`src/logic/hazard_macros.svh`:
```
`ifndef HAZARD_MACROS_SVH
`define HAZARD_MACROS_SVH

// Register file address width
`define REG_ADDR_W 5

// Program counter width
`define PC_W 32

// Cycles the multiply/divide unit stays busy after issue
`define MULDIV_CYCLES 4

// Widths derived from the above
`define REG_ADDR_MSB (`REG_ADDR_W - 1)
`define PC_MSB (`PC_W - 1)

`endif
```
`src/logic/hazardPkg.sv`:
```
`default_nettype none
`include "hazard_macros.svh"

package hazardPkg;

	// One pipeline slot as seen by the hazard logic
	typedef struct packed {
		logic                   valid;	// Slot holds a real instruction
		logic [`PC_MSB:0]       pc;
		logic [`REG_ADDR_MSB:0] rs;
		logic [`REG_ADDR_MSB:0] rt;
		logic [`REG_ADDR_MSB:0] dst;	// Register written back
		logic                   rfWr;	// Writes register file
		logic                   dmRd;	// Data load
		logic                   cp0Rd;	// Coprocessor 0 read
		logic                   bjOp;	// Branch compared in ID
		logic                   mulDiv;	// Starts multiply or divide
		logic                   hiloRd;	// Reads HI or LO
	} instDesc;

	typedef enum logic [1:0] {
		FWD_NONE = 2'b00,	// Register file value
		FWD_MEM1 = 2'b01,
		FWD_MEM2 = 2'b10,
		FWD_WB   = 2'b11
	} fwdSel;

	typedef struct packed {
		logic pcWr;
		logic ifIdWr;
		logic idExWr;
		logic exMem1Wr;
		logic mem1Mem2Wr;
		logic mem2WbWr;
		logic instSramEn;
		logic bubbleSel;	// EX takes a bubble instead of ID
		logic squash;	// EX, MEM1, MEM2 take bubbles
	} pipeCtrl;

	typedef struct packed {
		logic iDataOk;
		logic dDataOk;
		logic mem2DEn;	// MEM2 access waiting for data
		logic mem1DEn;	// MEM1 access requesting
		logic mem1AddrOk;	// Address taken or uncached
	} cacheStatus;

	// A stage whose result can be forwarded
	function automatic logic isWriter(input instDesc d);
		return d.valid && d.rfWr && (d.dst != '0);
	endfunction

endpackage

`default_nettype wire

```
`src/logic/hazardUnit.sv`:
```
`timescale 1ns/1ps
`default_nettype none
`include "hazard_macros.svh"

module hazardUnit (
	input  logic                  clk,
	input  logic                  rst_sign,
	input  hazardPkg::instDesc    idInst,
	input  hazardPkg::cacheStatus cache,
	input  logic                  mem1Ex,	// Exception raised in MEM1
	input  logic                  eretFlush,
	output hazardPkg::pipeCtrl    ctrl,
	output hazardPkg::fwdSel      fwdExRs,
	output hazardPkg::fwdSel      fwdExRt,
	output hazardPkg::fwdSel      fwdIdRs,
	output hazardPkg::fwdSel      fwdIdRt,
	output logic                  isStall,
	output logic                  dcacheStall
);

	hazardPkg::instDesc exInst;
	hazardPkg::instDesc mem1Inst;
	hazardPkg::instDesc mem2Inst;
	hazardPkg::instDesc wbInst;
	logic               busy;	// Multiply/divide in flight

	stagePipe uPipe (
		.clk      (clk),
		.rst_sign (rst_sign),
		.idInst   (idInst),
		.ctrl     (ctrl),
		.exInst   (exInst),
		.mem1Inst (mem1Inst),
		.mem2Inst (mem2Inst),
		.wbInst   (wbInst)
	);

	mulDivTimer #(
		.LATENCY (`MULDIV_CYCLES)
	) uTimer (
		.clk      (clk),
		.rst_sign (rst_sign),
		.exInst   (exInst),
		.exMem1Wr (ctrl.exMem1Wr),
		.busy     (busy)
	);

	bypass uBypass (
		.exInst   (exInst),
		.mem1Inst (mem1Inst),
		.mem2Inst (mem2Inst),
		.wbInst   (wbInst),
		.idInst   (idInst),
		.fwdExRs  (fwdExRs),
		.fwdExRt  (fwdExRt),
		.fwdIdRs  (fwdIdRs),
		.fwdIdRt  (fwdIdRt)
	);

	stall uStall (
		.rst_sign    (rst_sign),
		.idInst      (idInst),
		.exInst      (exInst),
		.mem1Inst    (mem1Inst),
		.mem2Inst    (mem2Inst),
		.cache       (cache),
		.mem1Ex      (mem1Ex),
		.eretFlush   (eretFlush),
		.busy        (busy),
		.ctrl        (ctrl),
		.dcacheStall (dcacheStall),
		.isStall     (isStall)
	);

endmodule

`default_nettype wire

```
`src/logic/mulDivTimer.sv`:
```
`timescale 1ns/1ps
`default_nettype none
`include "hazard_macros.svh"

module mulDivTimer #(
	parameter int LATENCY = `MULDIV_CYCLES
) (
	input  logic               clk,
	input  logic               rst_sign,
	input  hazardPkg::instDesc exInst,
	input  logic               exMem1Wr,
	output logic               busy
);

	localparam int CNT_W = $clog2(LATENCY + 1);

	logic [CNT_W-1:0] count;
	logic             start;

	// Issue happens as the instruction moves on to MEM1
	assign start = exInst.valid && exInst.mulDiv && exMem1Wr;

	always_ff @(posedge clk) begin
		if (rst_sign) begin
			count <= '0;
		end
		else if (start) begin
			count <= CNT_W'(LATENCY);
		end
		else if (count != '0) begin
			count <= count - 1'b1;	// Keeps running through freezes
		end
	end

	assign busy = (count != '0);

endmodule

`default_nettype wire

```
`src/logic/stagePipe.sv`:
```
`timescale 1ns/1ps
`default_nettype none

module stagePipe (
	input  logic               clk,
	input  logic               rst_sign,
	input  hazardPkg::instDesc idInst,
	input  hazardPkg::pipeCtrl ctrl,
	output hazardPkg::instDesc exInst,
	output hazardPkg::instDesc mem1Inst,
	output hazardPkg::instDesc mem2Inst,
	output hazardPkg::instDesc wbInst
);

	localparam hazardPkg::instDesc BUBBLE = '0;

	hazardPkg::instDesc exNext;
	hazardPkg::instDesc mem1Next;
	hazardPkg::instDesc mem2Next;

	// Bubble insertion on the way into each stage
	assign exNext   = (ctrl.bubbleSel || ctrl.squash) ? BUBBLE : idInst;
	assign mem1Next = ctrl.squash ? BUBBLE : exInst;
	assign mem2Next = ctrl.squash ? BUBBLE : mem1Inst;

	always_ff @(posedge clk) begin
		if (rst_sign) begin
			exInst.valid <= 1'b0;
		end
		else if (ctrl.idExWr) begin
			exInst <= exNext;
		end
	end

	always_ff @(posedge clk) begin
		if (rst_sign) begin
			mem1Inst.valid <= 1'b0;
		end
		else if (ctrl.exMem1Wr) begin
			mem1Inst <= mem1Next;
		end
	end

	always_ff @(posedge clk) begin
		if (rst_sign) begin
			mem2Inst.valid <= 1'b0;
		end
		else if (ctrl.mem1Mem2Wr) begin
			mem2Inst <= mem2Next;
		end
	end

	// WB is never squashed, it already committed
	always_ff @(posedge clk) begin
		if (rst_sign) begin
			wbInst.valid <= 1'b0;
		end
		else if (ctrl.mem2WbWr) begin
			wbInst <= mem2Inst;
		end
	end

endmodule

`default_nettype wire

```
`src/logic/stall.sv`:
```
`timescale 1ns/1ps
`default_nettype none

module stall (
	input  logic                  rst_sign,
	input  hazardPkg::instDesc    idInst,
	input  hazardPkg::instDesc    exInst,
	input  hazardPkg::instDesc    mem1Inst,
	input  hazardPkg::instDesc    mem2Inst,
	input  hazardPkg::cacheStatus cache,
	input  logic                  mem1Ex,
	input  logic                  eretFlush,
	input  logic                  busy,
	output hazardPkg::pipeCtrl    ctrl,
	output logic                  dcacheStall,
	output logic                  isStall
);

	// Front end held, rest of the pipe drains
	localparam hazardPkg::pipeCtrl CTRL_RESET = '{
		pcWr: 1'b0, ifIdWr: 1'b0, idExWr: 1'b1, exMem1Wr: 1'b1,
		mem1Mem2Wr: 1'b1, mem2WbWr: 1'b1, instSramEn: 1'b0,
		bubbleSel: 1'b1, squash: 1'b0
	};
	localparam hazardPkg::pipeCtrl CTRL_FLUSH = '{
		pcWr: 1'b1, ifIdWr: 1'b1, idExWr: 1'b1, exMem1Wr: 1'b1,
		mem1Mem2Wr: 1'b1, mem2WbWr: 1'b1, instSramEn: 1'b1,
		bubbleSel: 1'b0, squash: 1'b1
	};
	localparam hazardPkg::pipeCtrl CTRL_FREEZE = '{
		pcWr: 1'b0, ifIdWr: 1'b0, idExWr: 1'b0, exMem1Wr: 1'b0,
		mem1Mem2Wr: 1'b0, mem2WbWr: 1'b0, instSramEn: 1'b0,
		bubbleSel: 1'b0, squash: 1'b0
	};
	// Stall ID, bubble into EX
	localparam hazardPkg::pipeCtrl CTRL_HOLD = '{
		pcWr: 1'b0, ifIdWr: 1'b0, idExWr: 1'b1, exMem1Wr: 1'b1,
		mem1Mem2Wr: 1'b1, mem2WbWr: 1'b1, instSramEn: 1'b0,
		bubbleSel: 1'b1, squash: 1'b0
	};
	localparam hazardPkg::pipeCtrl CTRL_RUN = '{
		pcWr: 1'b1, ifIdWr: 1'b1, idExWr: 1'b1, exMem1Wr: 1'b1,
		mem1Mem2Wr: 1'b1, mem2WbWr: 1'b1, instSramEn: 1'b1,
		bubbleSel: 1'b0, squash: 1'b0
	};

	// Load or cp0 read, result not ready before MEM2
	function automatic logic lateResult(input hazardPkg::instDesc d);
		return d.valid && (d.dmRd || d.cp0Rd);
	endfunction

	function automatic logic hitsId(
		input hazardPkg::instDesc d,
		input hazardPkg::instDesc id
	);
		return (d.dst == id.rs) || (d.dst == id.rt);
	endfunction

	logic flush;
	logic idBranch;
	logic hiloWait;
	logic loadUse;
	logic branchMem2;
	logic branchEx;

	assign dcacheStall = (cache.mem2DEn & ~cache.dDataOk)	// Data not back
		| (cache.mem1DEn & ~cache.mem1AddrOk)	// Address not taken
		| ~cache.iDataOk;

	assign flush    = mem1Ex | eretFlush;
	assign idBranch = idInst.valid && idInst.bjOp;
	assign hiloWait = busy && idInst.valid && idInst.hiloRd;

	assign loadUse = idInst.valid
		&& ((lateResult(exInst) && hitsId(exInst, idInst))
		|| (lateResult(mem1Inst) && hitsId(mem1Inst, idInst)));

	assign branchMem2 = idBranch && hazardPkg::isWriter(mem2Inst)
		&& lateResult(mem2Inst) && hitsId(mem2Inst, idInst);

	assign branchEx = idBranch && hazardPkg::isWriter(exInst) && hitsId(exInst, idInst);

	always_comb begin
		if (rst_sign)
			ctrl = CTRL_RESET;
		else if (flush)
			ctrl = CTRL_FLUSH;	// Overrides any pending stall
		else if (dcacheStall)
			ctrl = CTRL_FREEZE;
		else if (hiloWait || loadUse || branchMem2 || branchEx)
			ctrl = CTRL_HOLD;
		else
			ctrl = CTRL_RUN;
	end

	assign isStall = ~ctrl.pcWr;

endmodule

`default_nettype wire

```
`src/logic/bypass.sv`:
```
`timescale 1ns/1ps
`default_nettype none
`include "hazard_macros.svh"

module bypass (
	input  hazardPkg::instDesc exInst,
	input  hazardPkg::instDesc mem1Inst,
	input  hazardPkg::instDesc mem2Inst,
	input  hazardPkg::instDesc wbInst,
	input  hazardPkg::instDesc idInst,
	output hazardPkg::fwdSel   fwdExRs,
	output hazardPkg::fwdSel   fwdExRt,
	output hazardPkg::fwdSel   fwdIdRs,
	output hazardPkg::fwdSel   fwdIdRt
);

	// Youngest matching writer wins
	function automatic hazardPkg::fwdSel exPick(
		input logic [`REG_ADDR_MSB:0] src,
		input hazardPkg::instDesc m1,
		input hazardPkg::instDesc m2,
		input hazardPkg::instDesc wb
	);
		if (hazardPkg::isWriter(m1) && (m1.dst == src))
			return hazardPkg::FWD_MEM1;
		else if (hazardPkg::isWriter(m2) && (m2.dst == src))
			return hazardPkg::FWD_MEM2;
		else if (hazardPkg::isWriter(wb) && (wb.dst == src))
			return hazardPkg::FWD_WB;
		else
			return hazardPkg::FWD_NONE;
	endfunction

	// Branch compare only sees MEM1 and MEM2
	function automatic hazardPkg::fwdSel idPick(
		input logic [`REG_ADDR_MSB:0] src,
		input logic isBranch,
		input hazardPkg::instDesc m1,
		input hazardPkg::instDesc m2
	);
		if (!isBranch)
			return hazardPkg::FWD_NONE;
		else if (hazardPkg::isWriter(m1) && (m1.dst == src))
			return hazardPkg::FWD_MEM1;
		else if (hazardPkg::isWriter(m2) && (m2.dst == src))
			return hazardPkg::FWD_MEM2;
		else
			return hazardPkg::FWD_NONE;
	endfunction

	logic idBranch;

	assign idBranch = idInst.valid && idInst.bjOp;

	always_comb begin
		fwdExRs = exPick(exInst.rs, mem1Inst, mem2Inst, wbInst);
		fwdExRt = exPick(exInst.rt, mem1Inst, mem2Inst, wbInst);
		fwdIdRs = idPick(idInst.rs, idBranch, mem1Inst, mem2Inst);	// Branch rs
		fwdIdRt = idPick(idInst.rt, idBranch, mem1Inst, mem2Inst);	// Branch rt
	end

endmodule

`default_nettype wire

```
`config.mk`:
```
export PLATFORM = sky130hd
export DESIGN_NAME = hazardUnit
export DESIGN_NICKNAME = d
export VERILOG_FILES = /design/src/logic/hazardPkg.sv /design/src/logic/hazardUnit.sv /design/src/logic/mulDivTimer.sv /design/src/logic/stagePipe.sv /design/src/logic/stall.sv /design/src/logic/bypass.sv
export VERILOG_INCLUDE_DIRS = /design/src /design/src/logic
export SDC_FILE = /design/constraint.sdc
export NUM_CORES = 1
export LEC_CHECK = 0
export ABC_AREA = 0
export BUFFER_PORTS_ARGS = -buffer_cell sky130_fd_sc_hd__buf_2
export CORE_AREA = 2 2 106 108
export CTS_CLUSTER_DIAMETER = 50
export CTS_CLUSTER_SIZE = 20
export DETAILED_ROUTE_END_ITERATION = 8
export DIE_AREA = 0 0 108 110
export GPL_TIMING_DRIVEN = 0
export PLACE_DENSITY = 0.55
export SETUP_SLACK_MARGIN = 0.3
export SYNTH_ARGS = -nofsm -noshare
export SYNTH_HDL_FRONTEND = slang
export SYNTH_SLANG_ARGS = --single-unit
export TNS_END_PERCENT = 1
```
`constraint.sdc`:
```
create_clock -name clk -period 2.75 [get_ports clk]
set_input_delay 0.275 -clock clk [delete_from_list [all_inputs] [get_ports clk]]
set_output_delay 0.275 -clock clk [all_outputs]
set_load 0.1 [all_outputs]
```
==> run_results.csv, run 1 <==
group,metric,value,unit
clock_network,clk_pin_slew_worst_paths,0.09,ns
grt,grt_usage,14.5,%
grt,met1_usage,17.8,%
min_path,min_path_cells,3,
synth,syn-instance-count,320,
critical_path,r2r-start,"uPipe.mem2Inst[6]",
power,leakage,1.40,nW
final_layout,area_growth,23.9,%
floorplan,start_util,29.5,%
placed_design,routabilityCongestion,0.810,
timing,max_slew_margin,63.8,%
routing,routed_via_density,4.95,
timing,grt_setup_unrepaired,"true",
run_status,violations,"negative setup slack",
critical_path,rr_worst_depth,10,
timing,finalClockSkew,0.00874,ns
synth,synth.top_cell.area_share,39.0,%
synth,synth-edff-count,41,
synth,ys.flop_type,"edfxtp_1",
clock_network,cts_root_buf,"clkbuf_8",
synth,synth-seq-cells,48,
synth,synthTopCellsByCount,"edfxtp_1 (41), xnor2_1 (34), nand3_1 (31), xor2_1 (27)",
grt,grt_pass1_wl,13100,um
placed_design,io_buffer_count,39,
grt,grt_pass1_vias,2568,
routing,ant_nets,0,
routing,initialDrtViolationCount,81,
synth,synth_cell_type_count,47,
timing,whs,0.279,ns
synth,synth.net_count,385,
grt,grt_max_degree,32,
final_layout,stdcell_count,515,
timing,max_freq,0.347,GHz
flow_run,max-cap-violations,0,
final_layout,num-fill-cells,1085,
power,ir_worst_vdd,0.247,mV
min_path,hp-class,"primary input to flip-flop",
synth,yosysSeqAreaShare,43.5,%
timing,setup_viol,5,
final_layout,num_antenna_cells,0,
routing,vias,2549,
synth,post-synth-top-count-cell,"edfxtp_1",
clock_network,cts_tree,"done",
routing,drt-pass1-iter-count,4,
critical_path,worstPathRequired,2.48,ns
floorplan,die_area,11900,um2
timing,tns,-0.379,ns
synth,yosysTopAreaCell,"edfxtp_1",
grt,use_met3,2.18,%
floorplan,chipWidth,108,um
timing,period_share,105,%
power,power.density,463,nW/um2
routing,wl_per_cell,15.9,um
critical_path,cp_max_fo,3,
clock_network,ctsLongestPathBuffers,2,
critical_path,endpoint_kind,"output port",
floorplan,rows,38,
floorplan,boundaryPins,82,
timing,finalWorstSetupSlack,-0.134,ns
final_layout,post-route-util,36.6,%
final_layout,nets,439,
clock_network,clock_latency,0.30,ns
final_layout,layout.area.seq,1370,um2
grt,use_met2,25.2,%
synth,postSynth.asyncResetShare,0,%
critical_path,crit_arrival,2.61,ns
critical_path,worstSetupPathType,"flip-flop to output port",
timing,fin_crit,2.88,ns
synth,yosysWarnings,0,
min_path,min_from,"idInst[53]",
placed_design,pre_cts_ws,-0.203,ns
run_status,status,"finished with violations",
floorplan,die_h,110,um
final_layout,multi_input_area,1620,um2
critical_path,r2r_end,"uPipe.exInst[14]",
timing,worst_pin_slew,0.543,ns
clock_network,hold_buffers,0,
critical_path,cp-start-kind,"flip-flop",
floorplan,core-area,10700,um2
clock_network,cts_buffers,5,
synth,synth_area,3160,um2
grt,grt_overflow,0,
timing,final_hold_viol_count,0,
grt,busiest_layer,"met2",
placed_design,place_inst,500,
grt,antenna_found_initial,0,
critical_path,rrSetupSlack,0.31,ns
timing,slew_viol_final,0,
placed_design,dp_hpwl,6210,um
clock_network,clkSinkCount,48,
routing,detail_route.drc_violations,0,
min_path,holdPathEnd,"uPipe.exInst[53]",
final_layout,drive_gt1_share,27.2,%
routing,routed_wl,8190,um
synth,avgSynthCellArea,9.86,um2
synth,synthTopCellsByArea,"edfxtp_1 (39%), xnor2_1 (9.4%), xor2_1 (7.5%)",
clock_network,htree_levels,2,
[critical path, cell delays in order, from the launching register on]
cell,delay (ns)
edfxtp_1,0.41
buf_6,0.14
or4_4,0.54
o211ai_4,0.22
nor2_4,0.06
o221ai_4,0.08
nand2_4,0.10
buf_4,0.15
a2111o_1,0.42
buf_6,0.20
[report_power, final]
group,internal (mW),total (mW),leakage (nW),switching (mW)
sequential,0.859,0.907,0.469,0.0481
clock,0.173,0.407,0.0453,0.234
combinational,0.195,0.497,0.881,0.302
[timing repair]
item,CTS,global route
endpoints found under the setup margin,36,24
resized for setup,53,10
buffers inserted,7,0
pin swaps,6,4
[layout by cell type, fill, tap and decap left out, types with 3 or more instances in the layout]
cell type | synthesis | routed
buf_12 | 0 | 5
clkbuf_8 | 0 | 6
buf_6 | 1 | 9
nor3_2 | 0 | 4
nor4_1 | 6 | 5
inv_1 | 4 | 4
buf_4 | 6 | 15
nand2_1 | 10 | 10
edfxtp_1 | 41 | 41
clkbuf_1 | 21 | 14
buf_2 | 11 | 38
dfxtp_1 | 7 | 7
xor2_1 | 27 | 27
nor2_1 | 7 | 6
o21ai_1 | 20 | 20
nor3_1 | 11 | 7
nand2b_1 | 4 | 4
xnor2_1 | 34 | 34
nand4_1 | 21 | 21
and2_1 | 16 | 16
nand3_1 | 31 | 29
a31oi_1 | 3 | 3
buf_8 | 2 | 3
and3_1 | 4 | 4
[area by class of cell]
cell class | instances | area share, %
Timing Repair Buffer | 47 | 9.82
Clock inverter | 3 | 0.352
Inverter | 5 | 0.480
Clock buffer | 5 | 1.76
Buffer | 42 | 6.56
Tap cell | 140 | 4.48
Multi-Input combinational cell | 225 | 41.5
Sequential cell | 48 | 35.1
[kinds of logic after synthesis]
group	count (synthesis)	synth area share [%]
buffers and inverters	47	7.73
adder cells (fa/ha/maj)	2	0.793
AND/OR/NAND/NOR	119	21.0
XOR/XNOR	61	16.9
AO/OA/AOI/OAI	43	10.1
flip-flops	48	43.5
[worst max-delay path by stage]
| stage | startpoint | endpoint |
|---|---|---|
| floorplan | uPipe.mem2Inst[7] | ctrl[7] |
| global placement | cache[3] | uPipe.wbInst[7] |
| detailed placement | uPipe.mem1Inst[8] | isStall |
| CTS | uPipe.mem2Inst[8] | ctrl[8] |
| global route | uPipe.mem2Inst[8] | ctrl[8] |
| finish | uPipe.mem2Inst[8] | isStall |
[sequential cells by signal, indices dropped and copies added (netlist names)]
| signal | count |
|---|---|
| uPipe.exInst | 20 |
| uPipe.mem1Inst | 9 |
| uPipe.mem2Inst | 9 |
| uPipe.wbInst | 7 |
| uTimer.count | 3 |
[stage by stage]
step	instance area [um2]	total power, mW
global route	3910	1.90
floorplan	3170	1.28
CTS	3880	1.81
finish	3910	1.81
detailed placement	3570	1.38
global placement	3540	1.36
[metal layers]
metal	vias to the layer above	share of wire (%)
li1	1251	-
met1	1212	44
met2	72	50
met3	14	3.2
met4	0	3.0
met5	-	0
Power figures use the tool's default switching activity.
==> run 2, diff against run 1 <==
- SETUP_SLACK_MARGIN: 0.3 -> 0.02
==> run_results.csv, run 2 (same netlist as run 1, synthesis figures left out) <==
group,metric,value,unit
grt,grt_pass1_vias,2542,
run_status,violations,"negative setup slack",
placed_design,routabilityCongestion,0.810,
clock_network,cts_root_buf,"clkbuf_8",
critical_path,rrSetupSlack,0.29,ns
power,ir_worst_vdd,0.247,mV
floorplan,core-area,10700,um2
final_layout,largest_reg_flops,20,
routing,wl_per_cell,15.9,um
grt,grt_usage,14.5,%
timing,max_freq,0.348,GHz
clock_network,clkSinkCount,48,
routing,routed_wl,8170,um
grt,grt_max_degree,32,
placed_design,dp_hpwl,6210,um
final_layout,top_register,"uPipe.exInst",
routing,detail_route.drc_violations,0,
power,power.density,470,nW/um2
critical_path,cp-start-kind,"flip-flop",
final_layout,area_growth,21.6,%
critical_path,worstSetupPathType,"flip-flop to output port",
floorplan,boundaryPins,82,
clock_network,cts_tree,"done",
routing,drt-pass1-iter-count,4,
grt,grt_pass1_wl,13100,um
timing,finalWorstSetupSlack,-0.120,ns
final_layout,post-route-util,35.9,%
clock_network,ctsLongestPathBuffers,2,
final_layout,num_antenna_cells,0,
placed_design,io_buffer_count,39,
clock_network,clk_pin_slew_worst_paths,0.09,ns
timing,slew_viol_final,0,
final_layout,nets,437,
critical_path,cp_max_fo,10,
final_layout,final_cell_mix,"edfxtp_1 (41), buf_2 (37), xnor2_1 (34)",
clock_network,htree_levels,2,
clock_network,clock_latency,0.30,ns
routing,vias,2545,
routing,routed_via_density,4.96,
timing,finalClockSkew,0.00867,ns
floorplan,start_util,29.5,%
critical_path,crit_arrival,2.59,ns
floorplan,die_area,11900,um2
grt,antenna_found_initial,0,
run_status,status,"finished with violations",
clock_network,cts_buffers,5,
routing,initialDrtViolationCount,100,
critical_path,worstPathRequired,2.48,ns
routing,ant_nets,0,
floorplan,chipWidth,108,um
timing,grt_setup_unrepaired,"true",
final_layout,reg.largest.list,"uPipe.exInst (20), uPipe.mem1Inst (9), uPipe.mem2Inst (9)",
timing,max_slew_margin,63.0,%
grt,grt_overflow,0,
final_layout,final_common_cell,"edfxtp_1",
floorplan,die_h,110,um
final_layout,fin_area,3840,um2
critical_path,endpoint_kind,"output port",
flow_run,max-cap-violations,0,
floorplan,rows,38,
placed_design,postPlaceCellArea,3570,um2
final_layout,drive_gt1_share,25.5,%
min_path,hp-class,"primary input to flip-flop",
timing,final_hold_viol_count,0,
timing,worst_pin_slew,0.554,ns
power,power.total,1.80,mW
timing,setup_viol,5,
timing,fin_crit,2.87,ns
final_layout,num-fill-cells,1085,
power,leakage,1.37,nW
timing,period_share,104,%
clock_network,hold_buffers,0,
## run 2: cell count changes in the layout (fill, tap and decap cells not counted), sizes merged
cell | previous run | this run
clkbuf | 24 | 25
buf | 70 | 67
## run 2: timing repair
item                                    4_1_cts  5_1_grt
setup buffers                                 7        1
gates resized for setup                      32        9
endpoints found under the setup margin       12       16
pin swaps                                     5        4
## run 2: area by class of cell
cell class | instances | area, um2 | area share [%]
timing repair buffer | 48 | 347 | 9.03
clock buffer | 5 | 68.8 | 1.79
tap | 140 | 175 | 4.57
buffer | 39 | 233 | 6.07
sequential | 48 | 1370 | 35.7
clock inverter | 3 | 13.8 | 0.359
multi-input combinational | 225 | 1610 | 41.9
inverter | 5 | 18.8 | 0.489
## run 2: critical path, stage by stage (launching register included)
cell	delay, ns
edfxtp_1	0.36
clkbuf_1	0.22
xor2_1	0.21
nor3_1	0.22
nand3_2	0.17
a21o_1	0.26
a31oi_4	0.30
buf_6	0.19
a2111o_1	0.13
buf_6	0.23
## run 2: routing by layer
layer	track usage, %	part of all wire, %	up-vias
met3	2.18	3.0	14
met2	25.0	50	68
met1	17.8	44	1218
li1	-	-	1245
met4	6.50	3.0	0
met5	0	0	-
## run 2: path summary, 6_finish.rpt
path / cells past startpoint / start / endpoint
min: 3 / idInst[53] / uPipe.exInst[53]
max: 9 / uPipe.mem1Inst[7] / isStall
max reg2reg: 10 / uPipe.mem2Inst[6] / uPipe.exInst[14]
min reg2reg: 0 / uPipe.mem2Inst[10] / uPipe.wbInst[10]
## run 2: stage by stage
step	hold slack, ns	setup TNS (ns)	std cells	worst slack, ns
global placement	0.428	-48.11	499	-1.16
finish	0.277	-0.316	513	-0.120
detailed placement	0.434	-0.652	500	-0.203
CTS	0.279	-0.832	515	-0.216
global route	0.279	-1.02	513	-0.212
floorplan	0.421	-14.25	320	-0.686
## run 2: where the power goes
| group | internal (mW) | switching [mW] |
|---|---|---|
| Sequential | 0.859 | 0.0541 |
| Combinational | 0.192 | 0.294 |
| Clock | 0.173 | 0.232 |
